### src/rtl/pdp8SeqPkg.sv
//--------------------------------------------------------------------------
// PDP-8 major-state types: phases, opcodes, instruction views, exec lengths
//--------------------------------------------------------------------------
`default_nettype none

package pdp8SeqPkg;

  // Width of the major-state step counter
  parameter int stepCountW = 5;

  // Two-cycle major phases, Idle parks the machine while halted
  typedef enum logic [3:0] {
    phFetch = 4'd0,
    phAuto1 = 4'd1,
    phAuto2 = 4'd2,
    phInd   = 4'd3,
    phExec1 = 4'd4,
    phExec2 = 4'd5,
    phExec3 = 4'd6,
    phExec4 = 4'd7,
    phExec5 = 4'd8,
    phExec6 = 4'd9,
    phIdle  = 4'd15
  } phaseT;

  typedef enum logic [2:0] {
    opAnd = 3'd0,
    opTad = 3'd1,
    opIsz = 3'd2,
    opDca = 3'd3,
    opJms = 3'd4,
    opJmp = 3'd5,
    opIot = 3'd6,
    opOpr = 3'd7
  } opcodeT;

  // One 12-bit word, read as a memory reference or as an IOT/operate word
  typedef union packed {
    struct packed {
      opcodeT     opcode;
      logic       indirect;
      logic       page;
      logic [6:0] offset;
    } memRef;
    struct packed {
      opcodeT     opcode;
      logic [8:0] groupBits;
    } operate;
  } instrWordT;

  // Route after Fetch, same bit order as {autoIndex, indirect}
  typedef struct packed {
    logic isAutoIdx;
    logic isInd;
  } seqTypeT;

  // Number of exec phases each opcode needs
  function automatic logic [2:0] execStepsFor(opcodeT op);
    case (op)
      opAnd, opTad, opDca: execStepsFor = 3'd2;
      opIsz, opJms:        execStepsFor = 3'd3;
      opJmp:               execStepsFor = 3'd1;
      opIot:               execStepsFor = 3'd4;
      default:             execStepsFor = 3'd6;
    endcase
  endfunction

endpackage

`default_nettype wire
### src/rtl/seqBus.sv
//--------------------------------------------------------------------------
// Phase timing from the sequencer, route and exec length from the decoder
//--------------------------------------------------------------------------
`default_nettype none

interface seqBus;
  import pdp8SeqPkg::*;

  phaseT      phase;
  logic       phaseWindow;
  logic       phaseStrobe;
  seqTypeT    seqType;
  logic [2:0] execSteps;

  modport sequencer (
    output phase,
    output phaseWindow,
    output phaseStrobe,
    input  seqType,
    input  execSteps
  );

  modport decoder (
    output seqType,
    output execSteps,
    input  phase,
    input  phaseStrobe
  );

endinterface

`default_nettype wire

### src/rtl/pdp8Control.sv
//--------------------------------------------------------------------------
// PDP-8 major-state timing unit: run control, sequencer and decoder
//--------------------------------------------------------------------------
`default_nettype none

module pdp8Control #(
  parameter int debounceCount = 16
) (
  input  logic              CLK,
  input  logic              RESET,
  input  logic              run,
  input  logic              halt,
  input  logic [11:0]       instrWord,
  output pdp8SeqPkg::phaseT phase,
  output logic              phaseWindow,
  output logic              phaseStrobe,
  output logic              running
);

  logic haltPending;
  logic atBoundary;

  seqBus bus ();

  runControl #(
    .debounceCount(debounceCount)
  ) runCtl (
    .CLK        (CLK),
    .RESET      (RESET),
    .run        (run),
    .halt       (halt),
    .atBoundary (atBoundary),
    .running    (running),
    .haltPending(haltPending)
  );

  majorStateSequencer sequencer (
    .CLK        (CLK),
    .RESET      (RESET),
    .running    (running),
    .haltPending(haltPending),
    .bus        (bus.sequencer),
    .atBoundary (atBoundary)
  );

  instructionDecoder decoder (
    .CLK      (CLK),
    .RESET    (RESET),
    .instrWord(instrWord),
    .bus      (bus.decoder)
  );

  assign phase       = bus.phase;
  assign phaseWindow = bus.phaseWindow;
  assign phaseStrobe = bus.phaseStrobe;

endmodule

`default_nettype wire

### src/rtl/majorStateSequencer.sv
//--------------------------------------------------------------------------
// Major-state step counter: two-cycle phases, Fetch routing and DONE
//--------------------------------------------------------------------------
`default_nettype none

module majorStateSequencer (
  input  logic      CLK,
  input  logic      RESET,
  input  logic      running,
  input  logic      haltPending,
  seqBus.sequencer  bus,
  output logic      atBoundary
);

  import pdp8SeqPkg::*;

  // Step layout: each phase owns an even/odd pair, odd is the strobe
  localparam logic [stepCountW-1:0] fetchStrobeStep = stepCountW'(1);
  localparam logic [stepCountW-1:0] auto1Step       = stepCountW'(2);
  localparam logic [stepCountW-1:0] indStep         = stepCountW'(6);
  localparam logic [stepCountW-1:0] exec1Step       = stepCountW'(8);
  localparam logic [stepCountW-1:0] lastWindowStep  = stepCountW'(19);
  localparam logic [stepCountW-1:0] idleStep        = '1;

  logic [stepCountW-1:0] stepCnt;
  logic [stepCountW-1:0] lastExecStrobe;
  logic                  done;
  logic                  inIdle;
  logic                  inWindow;

  // Strobe of ExecN sits at step 2*N+7
  assign lastExecStrobe = stepCountW'(7) + {1'b0, bus.execSteps, 1'b0};
  assign done           = (stepCnt == lastExecStrobe);
  assign inIdle         = (stepCnt == idleStep);
  assign atBoundary     = done | inIdle;

  always_ff @(posedge CLK) begin
    if (RESET) begin
      stepCnt <= idleStep;
    end else if (done) begin
      // Halt takes effect here so the instruction always completes
      if (haltPending || !running) begin
        stepCnt <= idleStep;
      end else begin
        stepCnt <= '0;
      end
    end else if (inIdle) begin
      if (running && !haltPending) begin
        stepCnt <= '0;
      end
    end else if (stepCnt == fetchStrobeStep) begin
      if (bus.seqType.isAutoIdx) begin
        stepCnt <= auto1Step;
      end else if (bus.seqType.isInd) begin
        stepCnt <= indStep;
      end else begin
        stepCnt <= exec1Step;
      end
    end else begin
      stepCnt <= stepCnt + 1'b1;
    end
  end

  // Auto2 runs straight into Ind by plain increment from step 5 to 6

  assign inWindow = (stepCnt <= lastWindowStep);

  always_comb begin
    if (inWindow) begin
      bus.phase = phaseT'(stepCnt[stepCountW-1:1]);
    end else begin
      bus.phase = phIdle;
    end
  end

  assign bus.phaseWindow = inWindow;
  assign bus.phaseStrobe = inWindow & stepCnt[0];

endmodule

`default_nettype wire

### src/rtl/instructionDecoder.sv
//--------------------------------------------------------------------------
// Instruction register and decode of the post-Fetch route and exec length
//--------------------------------------------------------------------------
`default_nettype none

module instructionDecoder (
  input  logic                  CLK,
  input  logic                  RESET,
  input  pdp8SeqPkg::instrWordT instrWord,
  seqBus.decoder                bus
);

  import pdp8SeqPkg::*;

  instrWordT  instrReg;
  instrWordT  decodeWord;
  logic       fetchStrobe;
  seqTypeT    routeType;
  logic [2:0] stepCount;

  assign fetchStrobe = bus.phaseStrobe && (bus.phase == phFetch);

  always_ff @(posedge CLK) begin
    if (RESET) begin
      instrReg <= '0;
    end else if (fetchStrobe) begin
      instrReg <= instrWord;
    end
  end

  // The jump at the Fetch strobe needs the incoming word, not the old one
  assign decodeWord = fetchStrobe ? instrWord : instrReg;

  always_comb begin
    routeType = '0;
    if (decodeWord.memRef.opcode == opIot || decodeWord.memRef.opcode == opOpr) begin
      // IOT and operate words never touch memory indirectly
      stepCount = execStepsFor(decodeWord.operate.opcode);
    end else begin
      stepCount        = execStepsFor(decodeWord.memRef.opcode);
      routeType.isInd  = decodeWord.memRef.indirect;
      // Page zero locations 010 to 017 are the auto-index registers
      routeType.isAutoIdx = decodeWord.memRef.indirect
                          & ~decodeWord.memRef.page
                          & (decodeWord.memRef.offset[6:3] == 4'b0001);
    end
  end

  assign bus.seqType   = routeType;
  assign bus.execSteps = stepCount;

endmodule

`default_nettype wire

### src/rtl/runControl.sv
//--------------------------------------------------------------------------
// Run/halt control: starts on a RUN edge, stops at an instruction boundary
//--------------------------------------------------------------------------
`default_nettype none

module runControl #(
  parameter int debounceCount = 16
) (
  input  logic CLK,
  input  logic RESET,
  input  logic run,
  input  logic halt,
  input  logic atBoundary,
  output logic running,
  output logic haltPending
);

  logic runStable;
  logic runStablePrev;
  logic runEdge;
  logic haltPrev;
  logic haltEdge;

  switchDebounce #(
    .debounceCount(debounceCount)
  ) runDebounce (
    .CLK        (CLK),
    .RESET      (RESET),
    .rawLevel   (run),
    .stableLevel(runStable)
  );

  // HALT is a synchronous request, only the edge detect is needed
  assign haltEdge = halt & ~haltPrev;

  always_ff @(posedge CLK) begin
    if (RESET) begin
      runStablePrev <= 1'b0;
      runEdge       <= 1'b0;
      haltPrev      <= 1'b0;
      running       <= 1'b0;
      haltPending   <= 1'b0;
    end else begin
      runStablePrev <= runStable;
      runEdge       <= runStable & ~runStablePrev;
      haltPrev      <= halt;

      if (atBoundary && haltPending) begin
        running <= 1'b0;
      end else if (runEdge && !running) begin
        running <= 1'b1;
      end

      // A fresh request in the boundary cycle survives for the next one
      haltPending <= haltEdge | (haltPending & ~atBoundary);
    end
  end

endmodule

`default_nettype wire

### src/rtl/switchDebounce.sv
//--------------------------------------------------------------------------
// Switch debouncer, accepts a new level once it has been stable long enough
//--------------------------------------------------------------------------
`default_nettype none

module switchDebounce #(
  parameter int debounceCount = 16
) (
  input  logic CLK,
  input  logic RESET,
  input  logic rawLevel,
  output logic stableLevel
);

  localparam int countW = $clog2(debounceCount + 1);

  logic [countW-1:0] agreeCount;

  always_ff @(posedge CLK) begin
    if (RESET) begin
      agreeCount  <= '0;
      stableLevel <= 1'b0;
    end else if (rawLevel == stableLevel) begin
      // Bounce back to the held level restarts the wait
      agreeCount <= '0;
    end else if (agreeCount == countW'(debounceCount - 1)) begin
      stableLevel <= rawLevel;
      agreeCount  <= '0;
    end else begin
      agreeCount <= agreeCount + 1'b1;
    end
  end

endmodule

`default_nettype wire

### config.mk
export PLATFORM = sky130hd
export DESIGN_NAME = pdp8Control
export DESIGN_NICKNAME = d
export VERILOG_FILES = /design/src/rtl/pdp8SeqPkg.sv /design/src/rtl/seqBus.sv /design/src/rtl/pdp8Control.sv /design/src/rtl/majorStateSequencer.sv /design/src/rtl/instructionDecoder.sv /design/src/rtl/runControl.sv /design/src/rtl/switchDebounce.sv
export SDC_FILE = /design/constraint.sdc
export NUM_CORES = 1
export LEC_CHECK = 0
export ABC_CLOCK_PERIOD_IN_PS = 8400
export BUFFER_PORTS_ARGS = -buffer_cell sky130_fd_sc_hd__buf_2
export CORE_UTILIZATION = 53
export CTS_CLUSTER_SIZE = 12
export DETAILED_ROUTE_END_ITERATION = 7
export PLACE_DENSITY_LB_ADDON = 0.12
export SLEW_MARGIN = 20
export SYNTH_ARGS = -nofsm -noshare
export SYNTH_HDL_FRONTEND = slang
export SYNTH_SLANG_ARGS = --single-unit
### constraint.sdc
create_clock -name CLK -period 8.4 [get_ports CLK]
set_clock_uncertainty 0.15 [all_clocks]
set_input_delay 2.52 -clock CLK [delete_from_list [all_inputs] [get_ports CLK]]
set_output_delay 2.52 -clock CLK [all_outputs]
set_load 0.05 [all_outputs]
# Word-level counts from Yosys, hierarchy flattened
# Cells that the tools add are included.
# totals
reg_bits	28
output_inout_bits	7
inputBits	16
word_cells	67
# op_classes
magnitude_cmp	1
addsub	3
bitwise	13
reduce_logical	15
eq_ne	14
muxes	11
# ops
operator	count
$mux W5	6
$eq A3 B3 Y1 const B	4
$mux W12	1
$pmux W3 S4	1
$add A5 B1 Y5 const B	2
$mux W4	2
$and A1 B1 Y1	6
$eq A3 B2 Y1 const B	2
$reduce_or A3 Y1	2
$add A3 B4 Y5 const A	1
$eq A5 B1 Y1 const B	1
$eq A5 B4 Y1 const B	1
$eq A5 B5 Y1	1
$eq A5 B5 Y1 const B	1
$le A5 B5 Y1 const B	1
$not A1 Y1	5
$eq A4 B1 Y1 const B	1
$logic_and A1 B1 Y1	4
$logic_not A4 Y1	1
$reduce_or A2 Y1	2
$eq A3 B1 Y1 const B	1
$logic_not A3 Y1	1
$ne A3 B2 Y1 const B	1
$logic_not A1 Y1	2
other kinds (5)	7

# Depth between registers and ports, before layout
# Gate-level depths: netlist of the first run.
# logic_depth
depth_word	14
ltp_mapped	13
ltp_nobuf	11

# By module
# From an unflattened synthesis of the first run, not the netlist that was laid out.
# unflattened
hier_cells	159
hier_area_um2	1500.2
# by_module_without_submodules
module	seq_area_each_um2	area_each_um2	cells_per_inst	instances
instructionDecoder	180.2	584.3	63	1
majorStateSequencer	100.1	529.3	60	1
switchDebounce	120.1	234.0	23	1
runControl	100.1	152.6	13	1

# Worst setup path before layout of the first run
# No wires, ideal clock.
# synth_path
kind	reg2out
from	register sequencer.stepCnt[1]
to	output port phase[0]
stages_incl_launch_ff	5
t_required_ns	5.730
slack_ns	2.912
path_buffers	0
t_arrival_ns	2.818
cell_sequence	dfxtp_1 ha_1 nor2_1 o31ai_1 nand2_1
# synth_between
elab_chain_len	2
# synth_lines
element	line	rtl
from (decl)	majorStateSequencer.sv:25	logic [stepCountW-1:0] stepCnt;
from (signal assigned)	majorStateSequencer.sv:39	stepCnt <= idleStep;
from (signal assigned)	majorStateSequencer.sv:43	stepCnt <= idleStep;
from (signal assigned)	majorStateSequencer.sv:53	stepCnt <= auto1Step;
$le A5 B5 Y1	majorStateSequencer.sv:66	assign inWindow = (stepCnt <= lastWindowStep);
named net phaseWindow	pdp8Control.sv:15	output logic phaseWindow,
$mux W4	majorStateSequencer.sv:69	if (inWindow) begin
to (decl)	pdp8Control.sv:14	output pdp8SeqPkg::phaseT phase,
# The timed path passes the listed nets, and every way through them passes these cells.

# Worst setup path after layout of the first run
# layout_path
from	input port instrWord[10]
to	register sequencer.stepCnt[3]
# layout_between
elab_chain_len	9
word_cells_on_any_way	22
classes_between	1 x add/sub; 9 x eq/ne; 8 x mux; 4 x reduce/logical
# layout_lines
element	line	rtl
from (decl)	pdp8Control.sv:13	input logic [11:0] instrWord,
$mux W12 *	instructionDecoder.sv:32	assign decodeWord = fetchStrobe ? instrWord : instrReg;
branches (longest 8 deep; another with $add A3 B4 Y5)	--	
# Every way passes the cells marked *.
# A chain may end at the register's enable or synchronous reset.

==> reports/metrics.cfg, run 1 <==
[run_status]
status = complete, no violations

[synthesis]
avgSynthCellArea_um2 = 8.133
synthXorXnorAreaFrac_pct = 5.253
synth_edf_count = 0
synth_ff_type = dfxtp_1
synth_top_area_share_pct = 37.52
synth.area.mux_share_pct = 1.595
ys_async_sr_fraction_pct = 0
syn_inst = 164
ys_seq_area_share_pct = 37.52
synth.distinct_cells = 39
synth_compound_area_share_pct = 13.98
synthesis.nets = 186
yosys_register_bits = 25
synth_fa_ha_area_share_pct = 5.629
synth_top_area_cell = dfxtp_1
synth.cell_area_um2 = 1334
ys.warnings.count = 0
yosys-top-cells-count = nand2_1, dfxtp_1, a21oi_1, nor2_1
synth_area_leaders = dfxtp_1, nand2_1, ha_1
synth_most_common_cell = nand2_1
synth_top_family_by_area = simple AND/OR/NAND/NOR gates
synthSimpleGateAreaFrac_pct = 32.74

[route]
wl_met2_um = 1223
first_pass_iters = 4
wire_per_inst_um = 12.20
drc = 0
wl_um = 2550
drt_iter0_markers = 30
vias = 1175
top_layer_used = met4
ant_nets = 0
vias_per_cell = 5.622
routed-wl-met3_um = 79
wl_met1_um = 1234

[die]
die_area_um2 = 2721
io_pins = 23
dieWidth_um = 52.17
num_rows = 17
die_height_um = 52.17
coreArea_um2 = 2297
initial_utilization_pct = 58.06

[pwr]
sw_frac_of_total_pct = 42.21
pwr-share-comb_pct = 41.9
power_uw = 364.6
pwr-share-clk_pct = 14.0
p_seq_share_pct = 44.0
pwr_density_cell_nw_per_um2 = 248.9
ir_drop_v = 0.0001658
internal-power_uw = 210.7
power_switching_uw = 153.9
leakagePower_nw = 0.5799

[worst_setup_path]
arrival_ns = 4.85
critical_path.max_fanout = 4
cp-end-kind = register
crit_start = instrWord[10]
cp-start-kind = input port
worstSetupPathType = input port to register
required_ns = 8.46
rr_startpoint = sequencer.stepCnt[2]

[hold_path]
hold_path.startpoint = runCtl.runStablePrev
hp-class = register to register

[timing]
hold_violations = 0
clock.fmax_mhz = 208.9
maxSlewViolCount = 0
final.min_clock_period_ns = 4.787
setup_viol = 0
fin_setup_tns_ns = 0
max_slew_margin_pct = 53.63
worstMarginPinSlew_ns = 0.6930
post-route-period-util_pct = 56.99
whs_ns = 0.2391
rsz0062_at_grt = false
fin_ws_ns = 3.613

[global_routing]
track_usage_pct = 22.47
grt_pass1_wl_um = 4533
grt_pass1_vias = 1053
overflow = 0
grt_max_degree = 17
antenna_found_initial = 0

[clocking]
clk_pin_slew_worst_paths_ns = 0.13
clk-insertion-delay-late_ns = 0.31
cts_tree = built
clockBufferDepth = 2
holdBufCountCts = 0
cts_resized = 0
cts_made_buffers = 3
clock_sinks = 25
root_buffer = clkbuf_4
cts_htree_levels = 1
post-cts-setup-buffer-count = 0

[place]
place_hpwl_um = 1900
gp_congestion = 0.7787
postPlaceCellArea_um2 = 1439
place_ws_ns = 3.292
portBuffers = 19

[finish]
final_area_um2 = 1465
final_nets = 204
drive_above_1_share_pct = 16.02
syn2layout_area_growth_pct = 9.850
antennaDiodeCount = 0

[flow_run]
cap_violations = 0

-- cell families (layout without fill, tap and decap cells) --
| group | count (synthesis) | count (layout) |
|---|---|---|
| buffers and inverters | 11 | 28 |
| AND/OR/NAND/NOR | 84 | 84 |
| adder cells (fa/ha/maj) | 6 | 6 |
| flip-flops | 25 | 25 |
| XOR/XNOR | 8 | 8 |
| AO/OA/AOI/OAI | 28 | 28 |
| multiplexers | 2 | 2 |
-- power by group through the flow --
stage / combinational [mW] / sequential [mW] / clock (mW)
after floorplan: 0.137 / 0.147 / 0
after global placement: 0.149 / 0.162 / 0
after detailed placement: 0.152 / 0.163 / 0
after CTS: 0.153 / 0.160 / 0.0546
after global routing: 0.175 / 0.163 / 0.0587
final: 0.153 / 0.161 / 0.0512
-- flip-flops by register name, indices dropped and copies added, names as in the netlist --
| register | count |
|---|---|
| runCtl.running | 1 |
| decoder.instrReg | 9 |
| runCtl.runStablePrev | 1 |
| runCtl.runEdge | 1 |
| runCtl.haltPending | 1 |
| runCtl.haltPrev | 1 |
| runCtl.runDebounce.agreeCount | 5 |
| runCtl.runDebounce.stableLevel | 1 |
| sequencer.stepCnt | 5 |
-- routing by layer --
layer	vias to the layer above	GRT usage, %
li1	607	-
met1	545	29.29
met2	21	37.39
met3	2	3.509
met4	0	7.895
met5	-	0
-- cells in the final DEF (no fill, tap or decap), types with 3 or more instances in the layout --
cell,instances
nor3_1,4
nand2_1,32
xor2_1,4
ha_1,6
nand3_1,6
inv_1,5
dfxtp_1,25
a21oi_1,14
nor2b_1,4
a211oi_1,3
xnor2_1,4
clkbuf_4,3
nand2b_1,3
and2_1,3
and3_1,3
nor2_1,14
buf_2,19
-- through the flow --
| step | std cells | util (%) |
|---|---|---|
| after global routing | 209 | 63.78 |
| after CTS | 209 | 63.78 |
| final | 209 | 63.78 |
| after global placement | 205 | 62.64 |
| after floorplan | 164 | - |
| after detailed placement | 205 | 62.64 |
-- critical path, stage by stage --
cell and delay (ns):
buf_2 0.13, mux2_2 0.35, o21ai_0 0.18, ha_1 0.28, xnor2_1 0.15, or4b_1 0.54
a32oi_2 0.29, a211oi_1 0.07, or3b_1 0.34
-- worst paths after layout --
kind	end	slack (ns)	depth (start not counted)
max	sequencer.stepCnt[3]	3.61	9
min	runCtl.runEdge	0.24	1
max reg2reg	sequencer.stepCnt[3]	4.82	10
min reg2reg	runCtl.runEdge	0.24	1
-- layout make-up --
type                       count  area (µm²)
clock buffer                   4       26.28
fill                         218       832.0
inverter                       5       18.77
multi-input combinational    128       789.5
sequential                    25       500.5
tap                           28       35.03
timing repair buffer          19       95.09
Power figures use the tool's default switching activity.
==> inputs of run 2 (changes only) <==
--- a/config.mk
+++ b/config.mk
@@ -5,9 +5,10 @@
 export SDC_FILE = /design/constraint.sdc
 export NUM_CORES = 1
 export LEC_CHECK = 0
-export ABC_CLOCK_PERIOD_IN_PS = 8400
+export ABC_AREA = 1
+export ABC_CLOCK_PERIOD_IN_PS = 4100
 export BUFFER_PORTS_ARGS = -buffer_cell sky130_fd_sc_hd__buf_2
-export CORE_UTILIZATION = 53
+export CORE_UTILIZATION = 49
 export CTS_CLUSTER_SIZE = 12
 export DETAILED_ROUTE_END_ITERATION = 7
 export PLACE_DENSITY_LB_ADDON = 0.12
==> constraint.sdc (replaced) <==
create_clock -name CLK -period 4.1 [get_ports CLK]
set_clock_uncertainty 0.15 [all_clocks]
set_input_delay 1.23 -clock CLK [delete_from_list [all_inputs] [get_ports CLK]]
set_output_delay 1.23 -clock CLK [all_outputs]
set_load 0.05 [all_outputs]
==> reports/metrics.cfg, run 2 <==
[place]
postPlaceCellArea_um2 = 1448  ; +0.61%
dp_cells = 234  ; +14%
portBuffers = 19  ; unchanged
gp_congestion = 0.9126  ; +17%
place_hpwl_um = 1982  ; +4.4%

[worst_setup_path]
cp-start-kind = register
required_ns = 2.72  ; -5.74 ns
r2r_slack_ns = 1.39  ; -3.43 ns
arrival_ns = 1.71  ; -3.14 ns
crit_chain = ha_1 -> nor2_1 -> inv_1 -> a21oi_1 -> inv_1 -> nand2_1 -> buf_2
critical_path.max_fanout = 6  ; +2
slowest_delay_ns = 0.41  ; -0.13 ns
critPathSlowestCell = dfxtp_1
cp_common_cell = inv_1
cp-end-kind = output pin
worstSetupPathType = register to output pin

[synthesis]
synth_top_area_share_pct = 37.52  ; unchanged
synth.distinct_cells = 29  ; -26%
synth_ff_type = dfxtp_1
ys_async_sr_fraction_pct = 0  ; unchanged
synth_area_leaders = dfxtp_1, nand2_1, inv_1
synth_most_common_cell = nand2_1
synth_top_area_cell = dfxtp_1
synth_edf_count = 0  ; unchanged
yosys-top-cells-count = nand2_1, inv_1, dfxtp_1
synthesis.nets = 210  ; +13%
syn_inst = 188  ; +15%
yosys_register_bits = 25  ; unchanged
ys.warnings.count = 0  ; unchanged
synth.cell_area_um2 = 1334  ; unchanged
ys_seq_area_share_pct = 37.52  ; unchanged
avgSynthCellArea_um2 = 7.095  ; -13%

[route]
drt_iter0_markers = 25  ; -17%
vias_per_cell = 5.038  ; -10%
wire_per_inst_um = 10.40  ; -15%
vias = 1199  ; +2.0%
ant_nets = 0  ; unchanged
drc = 0  ; unchanged
wl_um = 2475  ; -2.9%
first_pass_iters = 4  ; unchanged

[die]
io_pins = 23  ; unchanged
num_rows = 18  ; +1
dieWidth_um = 54.17  ; +3.8%
initial_utilization_pct = 52.88  ; -5.2 points
die_area_um2 = 2934  ; +7.8%
coreArea_um2 = 2522  ; +9.8%
die_height_um = 54.17  ; +3.8%

[timing]
post-route-period-util_pct = 75.25
maxSlewViolCount = 0  ; unchanged
worstMarginPinSlew_ns = 0.3786  ; -0.3143 ns
setup_viol = 0  ; unchanged
hold_violations = 0  ; unchanged
max_slew_margin_pct = 74.65  ; +21 points
rsz0062_at_grt = false
fin_setup_tns_ns = 0  ; unchanged
clock.fmax_mhz = 324.1
final.min_clock_period_ns = 3.085

[pwr]
leakagePower_nw = 0.7169  ; +24%
power_uw = 794.3  ; +120%
ir_drop_v = 0.0004823  ; +190%
pwr_density_cell_nw_per_um2 = 537.5  ; +120%

[clocking]
holdBufCountCts = 0  ; unchanged
clk-insertion-delay-late_ns = 0.32  ; about the same
cts_tree = built
clock_sinks = 25  ; unchanged
clockBufferDepth = 2  ; unchanged
cts_htree_levels = 1  ; unchanged
root_buffer = clkbuf_4
cts_resized = 0  ; unchanged
cts_made_buffers = 3  ; unchanged
post-cts-setup-buffer-count = 0  ; unchanged
clk_pin_slew_worst_paths_ns = 0.15  ; +0.02 ns

[run_status]
status = complete, no violations

[finish]
top_regs = decoder.instrReg x9, runCtl.runDebounce.agreeCount x5, sequencer.stepCnt x5
drive_above_1_share_pct = 17.79  ; +1.8 points
final_nets = 231  ; +13%
final_area_um2 = 1478  ; +0.85%
syn2layout_area_growth_pct = 10.79
fillers = 252  ; +16%
antennaDiodeCount = 0  ; unchanged
final_core_util_pct = 58.58  ; -5.2 points
layout.cells.most_common = nand2_1
final_cell_mix = nand2_1, inv_1, dfxtp_1, nor2_1
regMostFlops = decoder.instrReg
fin_cells = 238  ; +14%
largest_reg_flops = 9  ; unchanged

[global_routing]
grt_pass1_vias = 1072  ; +1.8%
track_usage_pct = 19.71  ; -2.8 points
grt_pass1_wl_um = 4146  ; -8.5%
antenna_found_initial = 0  ; unchanged
grt_max_degree = 18  ; +1
overflow = 0  ; unchanged

[flow_run]
cap_violations = 0  ; unchanged

[hold_path]
hp-class = register to register

[run 2: changes by cell type after synthesis, sizes merged, moves of 4 or more]
cell,before,now
nor2b,5,0
nand3,6,20
inv,5,28
nor2,14,26
nor3,5,1
nand2,32,45
o21ai,2,10
[run 2: path summary, 6_finish.rpt]
path / to / startpoint / cells past startpoint
setup reg to reg: sequencer.stepCnt[1] / sequencer.stepCnt[2] / 16
setup / recovery: phase[0] / sequencer.stepCnt[0] / 7
hold reg to reg: runCtl.runEdge / runCtl.runStablePrev / 1
hold / removal: runCtl.runEdge / runCtl.runStablePrev / 1
[run 2: final cells by class]
| type | count | area (µm²) | share of cell area (%) |
|---|---|---|---|
| Clock buffer | 3 | 22.52 | 1.524 |
| Multi-Input combinational cell | 131 | 704.4 | 47.67 |
| Clock inverter | 1 | 7.507 | 0.5080 |
| Sequential cell | 25 | 500.5 | 33.87 |
| Inverter | 29 | 110.1 | 7.451 |
| Tap cell | 30 | 37.54 | 2.540 |
| Timing Repair Buffer | 19 | 95.09 | 6.435 |
[run 2: cell families (layout without fill, tap and decap cells)]
logic type                 Yosys count  in the layout  synth area share (%)
and+or+nand+nor                     96             96                 33.77
DFF                                 25             25                 37.52
buffers and inverters               32             52                 9.662
AOI/OAI and AO/OA                   26             26                 11.44
xor gates and xnor gates             3              3                 1.970
adders and majority gates            6              6                 5.628
[run 2: per-stage QoR]
step                setup slack [ns]  hold slack (ns)
floorplan                      1.159           0.2232
global route                  0.8344           0.2603
finish                         1.015           0.2476
detailed placement            0.9283           0.2289
CTS                            1.004           0.2487
global placement               1.012           0.2310
[run 2: power by group]
group	switching [mW]	leakage, nW	internal, mW	total (mW)
clock network	0.0745	0.0139	0.0372	0.112
logic	0.247	0.499	0.126	0.373
registers	0.0406	0.204	0.270	0.310
total	0.362	0.717	0.432	0.794
[run 2: critical path: cells and delay by family (launching register included)]
| family | cells | cell delay (ns) |
|---|---|---|
| fa+ha+maj | 1 | 0.26 |
| flops | 1 | 0.41 |
| compound gates | 1 | 0.15 |
| buf+inv | 3 | 0.39 |
| simple gates | 2 | 0.17 |
[run 2: per-layer routing]
layer / vias up / global-route usage [%] / part of all wire (%)
met4: 0 / 8.547 / 0.77
met5: - / 0 / 0
met2: 22 / 33.54 / 46
met1: 540 / 23.71 / 49
met3: 2 / 3.955 / 3.8
li1: 635 / - / -
==> inputs of run 3 (changes only) <==
--- a/config.mk
+++ b/config.mk
@@ -6,7 +6,7 @@
 export NUM_CORES = 1
 export LEC_CHECK = 0
 export ABC_AREA = 1
-export ABC_CLOCK_PERIOD_IN_PS = 4100
+export ABC_CLOCK_PERIOD_IN_PS = 2500
 export BUFFER_PORTS_ARGS = -buffer_cell sky130_fd_sc_hd__buf_2
 export CORE_UTILIZATION = 49
 export CTS_CLUSTER_SIZE = 12
==> constraint.sdc (replaced) <==
create_clock -name CLK -period 2.5 [get_ports CLK]
set_clock_uncertainty 0.15 [all_clocks]
set_input_delay 0.75 -clock CLK [delete_from_list [all_inputs] [get_ports CLK]]
set_output_delay 0.75 -clock CLK [all_outputs]
set_load 0.05 [all_outputs]
==> reports/metrics.cfg, run 3 (synthesized netlist as in run 2, its figures left out) <==
[pwr]
pwr_density_cell_nw_per_um2 = 883.8  ; +64%
ir_drop_v = 0.0008422  ; +75%
power_switching_uw = 744.0  ; +110%
p_seq_share_pct = 29.4  ; -9.6 points
internal-power_uw = 892.5  ; +110%
power_mw = 1.637  ; +110%
pwr-share-clk_pct = 11.0  ; -3.1 points
leakagePower_nw = 0.8861  ; +24%
pwr-share-comb_pct = 59.6  ; +13 points
sw_frac_of_total_pct = 45.46  ; -0.11 points

[clocking]
cts_htree_levels = 1  ; unchanged
clockBufferDepth = 2  ; unchanged
cts_made_buffers = 3  ; unchanged
holdBufCountCts = 0  ; unchanged
cts_tree = built
clk-insertion-delay-late_ns = 0.32  ; about the same
clock_sinks = 25  ; unchanged
root_buffer = clkbuf_4
clk_pin_slew_worst_paths_ns = 0.13  ; -0.02 ns

[run_status]
status = finished with violations
violations = setup timing

[worst_setup_path]
slowest_delay_ns = 0.36  ; -0.05 ns
required_ns = 2.56  ; -0.16 ns
cp-start-kind = register
r2r_end = sequencer.stepCnt[1]
crit_chain = inv_1 -> nand4_4 -> buf_6 -> o21ai_4 -> nand3_2 -> a21oi_2 -> ha_4 -> xnor2_2 -> nor2_2 -> nand3_2 -> nor2_4 -> nand2_4 -> nand3_1 -> nand3_1
cp-end-kind = register
critPathSlowestCell = dfxtp_2
rr_startpoint = sequencer.stepCnt[1]
arrival_ns = 2.67  ; +0.96 ns
worstSetupPathType = register to register
r2r_cells = 14  ; -2
critical_path.max_fanout = 6  ; unchanged
r2r_slack_ns = -0.11  ; -1.50 ns

[finish]
largest_reg_flops = 9  ; unchanged
syn2layout_area_growth_pct = 38.84
drive_above_1_share_pct = 39.91  ; +22 points
final_cell_mix = nand2_1, inv_1, nor2_1, dfxtp_1, buf_4
regMostFlops = decoder.instrReg
final_area_um2 = 1852  ; +25%
top_regs = decoder.instrReg x9, runCtl.runDebounce.agreeCount x5, sequencer.stepCnt x5
antennaDiodeCount = 0  ; unchanged
final_nets = 256  ; +11%
fillers = 207  ; -18%
layout.cells.most_common = nand2_1

[route]
drt_iter0_markers = 18  ; -28%
wl_met2_um = 1612  ; +40%
wire_per_inst_um = 11.72  ; +13%
ant_nets = 0  ; unchanged
drc = 0  ; unchanged
wl_met1_um = 1263  ; +4.2%
vias = 1348  ; +12%
top_layer_used = met4
vias_per_cell = 5.125  ; +1.7%
routed-wl-met3_um = 129  ; +37%
wl_um = 3083  ; +25%
first_pass_iters = 4  ; unchanged

[global_routing]
grt_pass1_vias = 1135  ; +5.9%
track_usage_pct = 20.65  ; +0.95 points
grt_max_degree = 15  ; -3
antenna_found_initial = 0  ; unchanged
overflow = 0  ; unchanged
grt_pass1_wl_um = 4319  ; +4.2%

[flow_run]
cap_violations = 0  ; unchanged

[die]
die_area_um2 = 2934  ; unchanged
dieWidth_um = 54.17  ; unchanged
die_height_um = 54.17  ; unchanged
io_pins = 23  ; unchanged
initial_utilization_pct = 52.88  ; unchanged
num_rows = 18  ; unchanged
coreArea_um2 = 2522  ; unchanged

[hold_path]
hold_path.startpoint = runCtl.runStablePrev
hold_end = runCtl.runEdge
holdPathStages = 1  ; unchanged
hp-class = register to register

[timing]
hold_violations = 0  ; unchanged
post-route-period-util_pct = 104.4
clock.fmax_mhz = 383.0
rsz0062_at_grt = true
max_slew_margin_pct = 63.36  ; -11 points
fin_ws_ns = -0.1110  ; -1.126 ns
maxSlewViolCount = 0  ; unchanged
setup_viol = 7  ; +7
worstMarginPinSlew_ns = 0.5496  ; +0.1710 ns
final.min_clock_period_ns = 2.611

[place]
postPlaceCellArea_um2 = 1560  ; +7.8%
gp_congestion = 0.8597  ; -5.8%
portBuffers = 19  ; unchanged
place_hpwl_um = 2004  ; +1.1%

==> run 3: stage by stage <==
stage          utilization [%]  setup TNS [ns]  hold slack (ns)  setup WS [ns]  std cells
2_1_floorplan                -               0           0.2232        0.03919        188
6_report                 73.41         -0.4872           0.2623        -0.1110        263
5_1_grt                  73.41          -1.362           0.2786        -0.2453        263
3_3_place_gp             61.86         -0.5830           0.2320       -0.08965        249
4_1_cts                  65.63               0           0.2717        0.01126        258
3_5_place_dp             61.86         -0.7855           0.2528        -0.1328        249
==> run 3: worst max-delay path by stage <==
stage / end / startpoint / depth (start not counted)
after floorplan: phase[0] / sequencer.stepCnt[0] / 6
after global placement: sequencer.stepCnt[1] / instrWord[10] / 14
after detailed placement: sequencer.stepCnt[1] / instrWord[10] / 14
after CTS: sequencer.stepCnt[1] / sequencer.stepCnt[3] / 15
after global routing: sequencer.stepCnt[1] / sequencer.stepCnt[1] / 16
final: sequencer.stepCnt[1] / sequencer.stepCnt[1] / 14
==> run 3: cell type report <==
| cell class | instances | area [µm²] | share of cell area (%) |
|---|---|---|---|
| multi-input cells | 132 | 850.8 | 45.95 |
| clock inverters | 1 | 5.005 | 0.2703 |
| repair buffers | 43 | 320.3 | 17.30 |
| well taps | 30 | 37.54 | 2.027 |
| inverters | 29 | 110.1 | 5.946 |
| clock buffers | 3 | 22.52 | 1.216 |
| flip-flops and latches | 25 | 505.5 | 27.30 |
==> run 3: layer usage <==
| metal | GRT usage, % | vias up |
|---|---|---|
| met5 | 0 | - |
| met2 | 38.41 | 35 |
| li1 | - | 687 |
| met3 | 3.955 | 9 |
| met4 | 7.692 | 0 |
| met1 | 22.70 | 617 |
==> run 3: timing repair <==
| action | 4_1_cts | 5_1_grt |
|---|---|---|
| setup buffers | 5 | 4 |
| endpoints found under the hold margin | 0 | 0 |
| pin swaps | 2 | 20 |
| resized for setup | 12 | 38 |
| gates cloned | 0 | 1 |
| setup endpoints to repair | 6 | 12 |
==> run 3: critical path, delay by kind of cell (launching register included) <==
kind | cells | cell delay [ns]
AOI/OAI and AO/OA | 2 | 0.34
adders and majority gates | 1 | 0.23
DFF | 1 | 0.36
xor gates and xnor gates | 1 | 0.13
and+or+nand+nor | 8 | 0.99
buffers and inverters | 2 | 0.30
==> run 3: power groups by stage <==
stage	combinational [mW]	sequential (mW)	clock, mW
5_1_grt	1.06	0.486	0.198
3_5_place_dp	0.711	0.482	0
4_1_cts	0.761	0.471	0.186
6_report	0.975	0.482	0.180
3_3_place_gp	0.701	0.480	0
2_1_floorplan	0.509	0.501	0
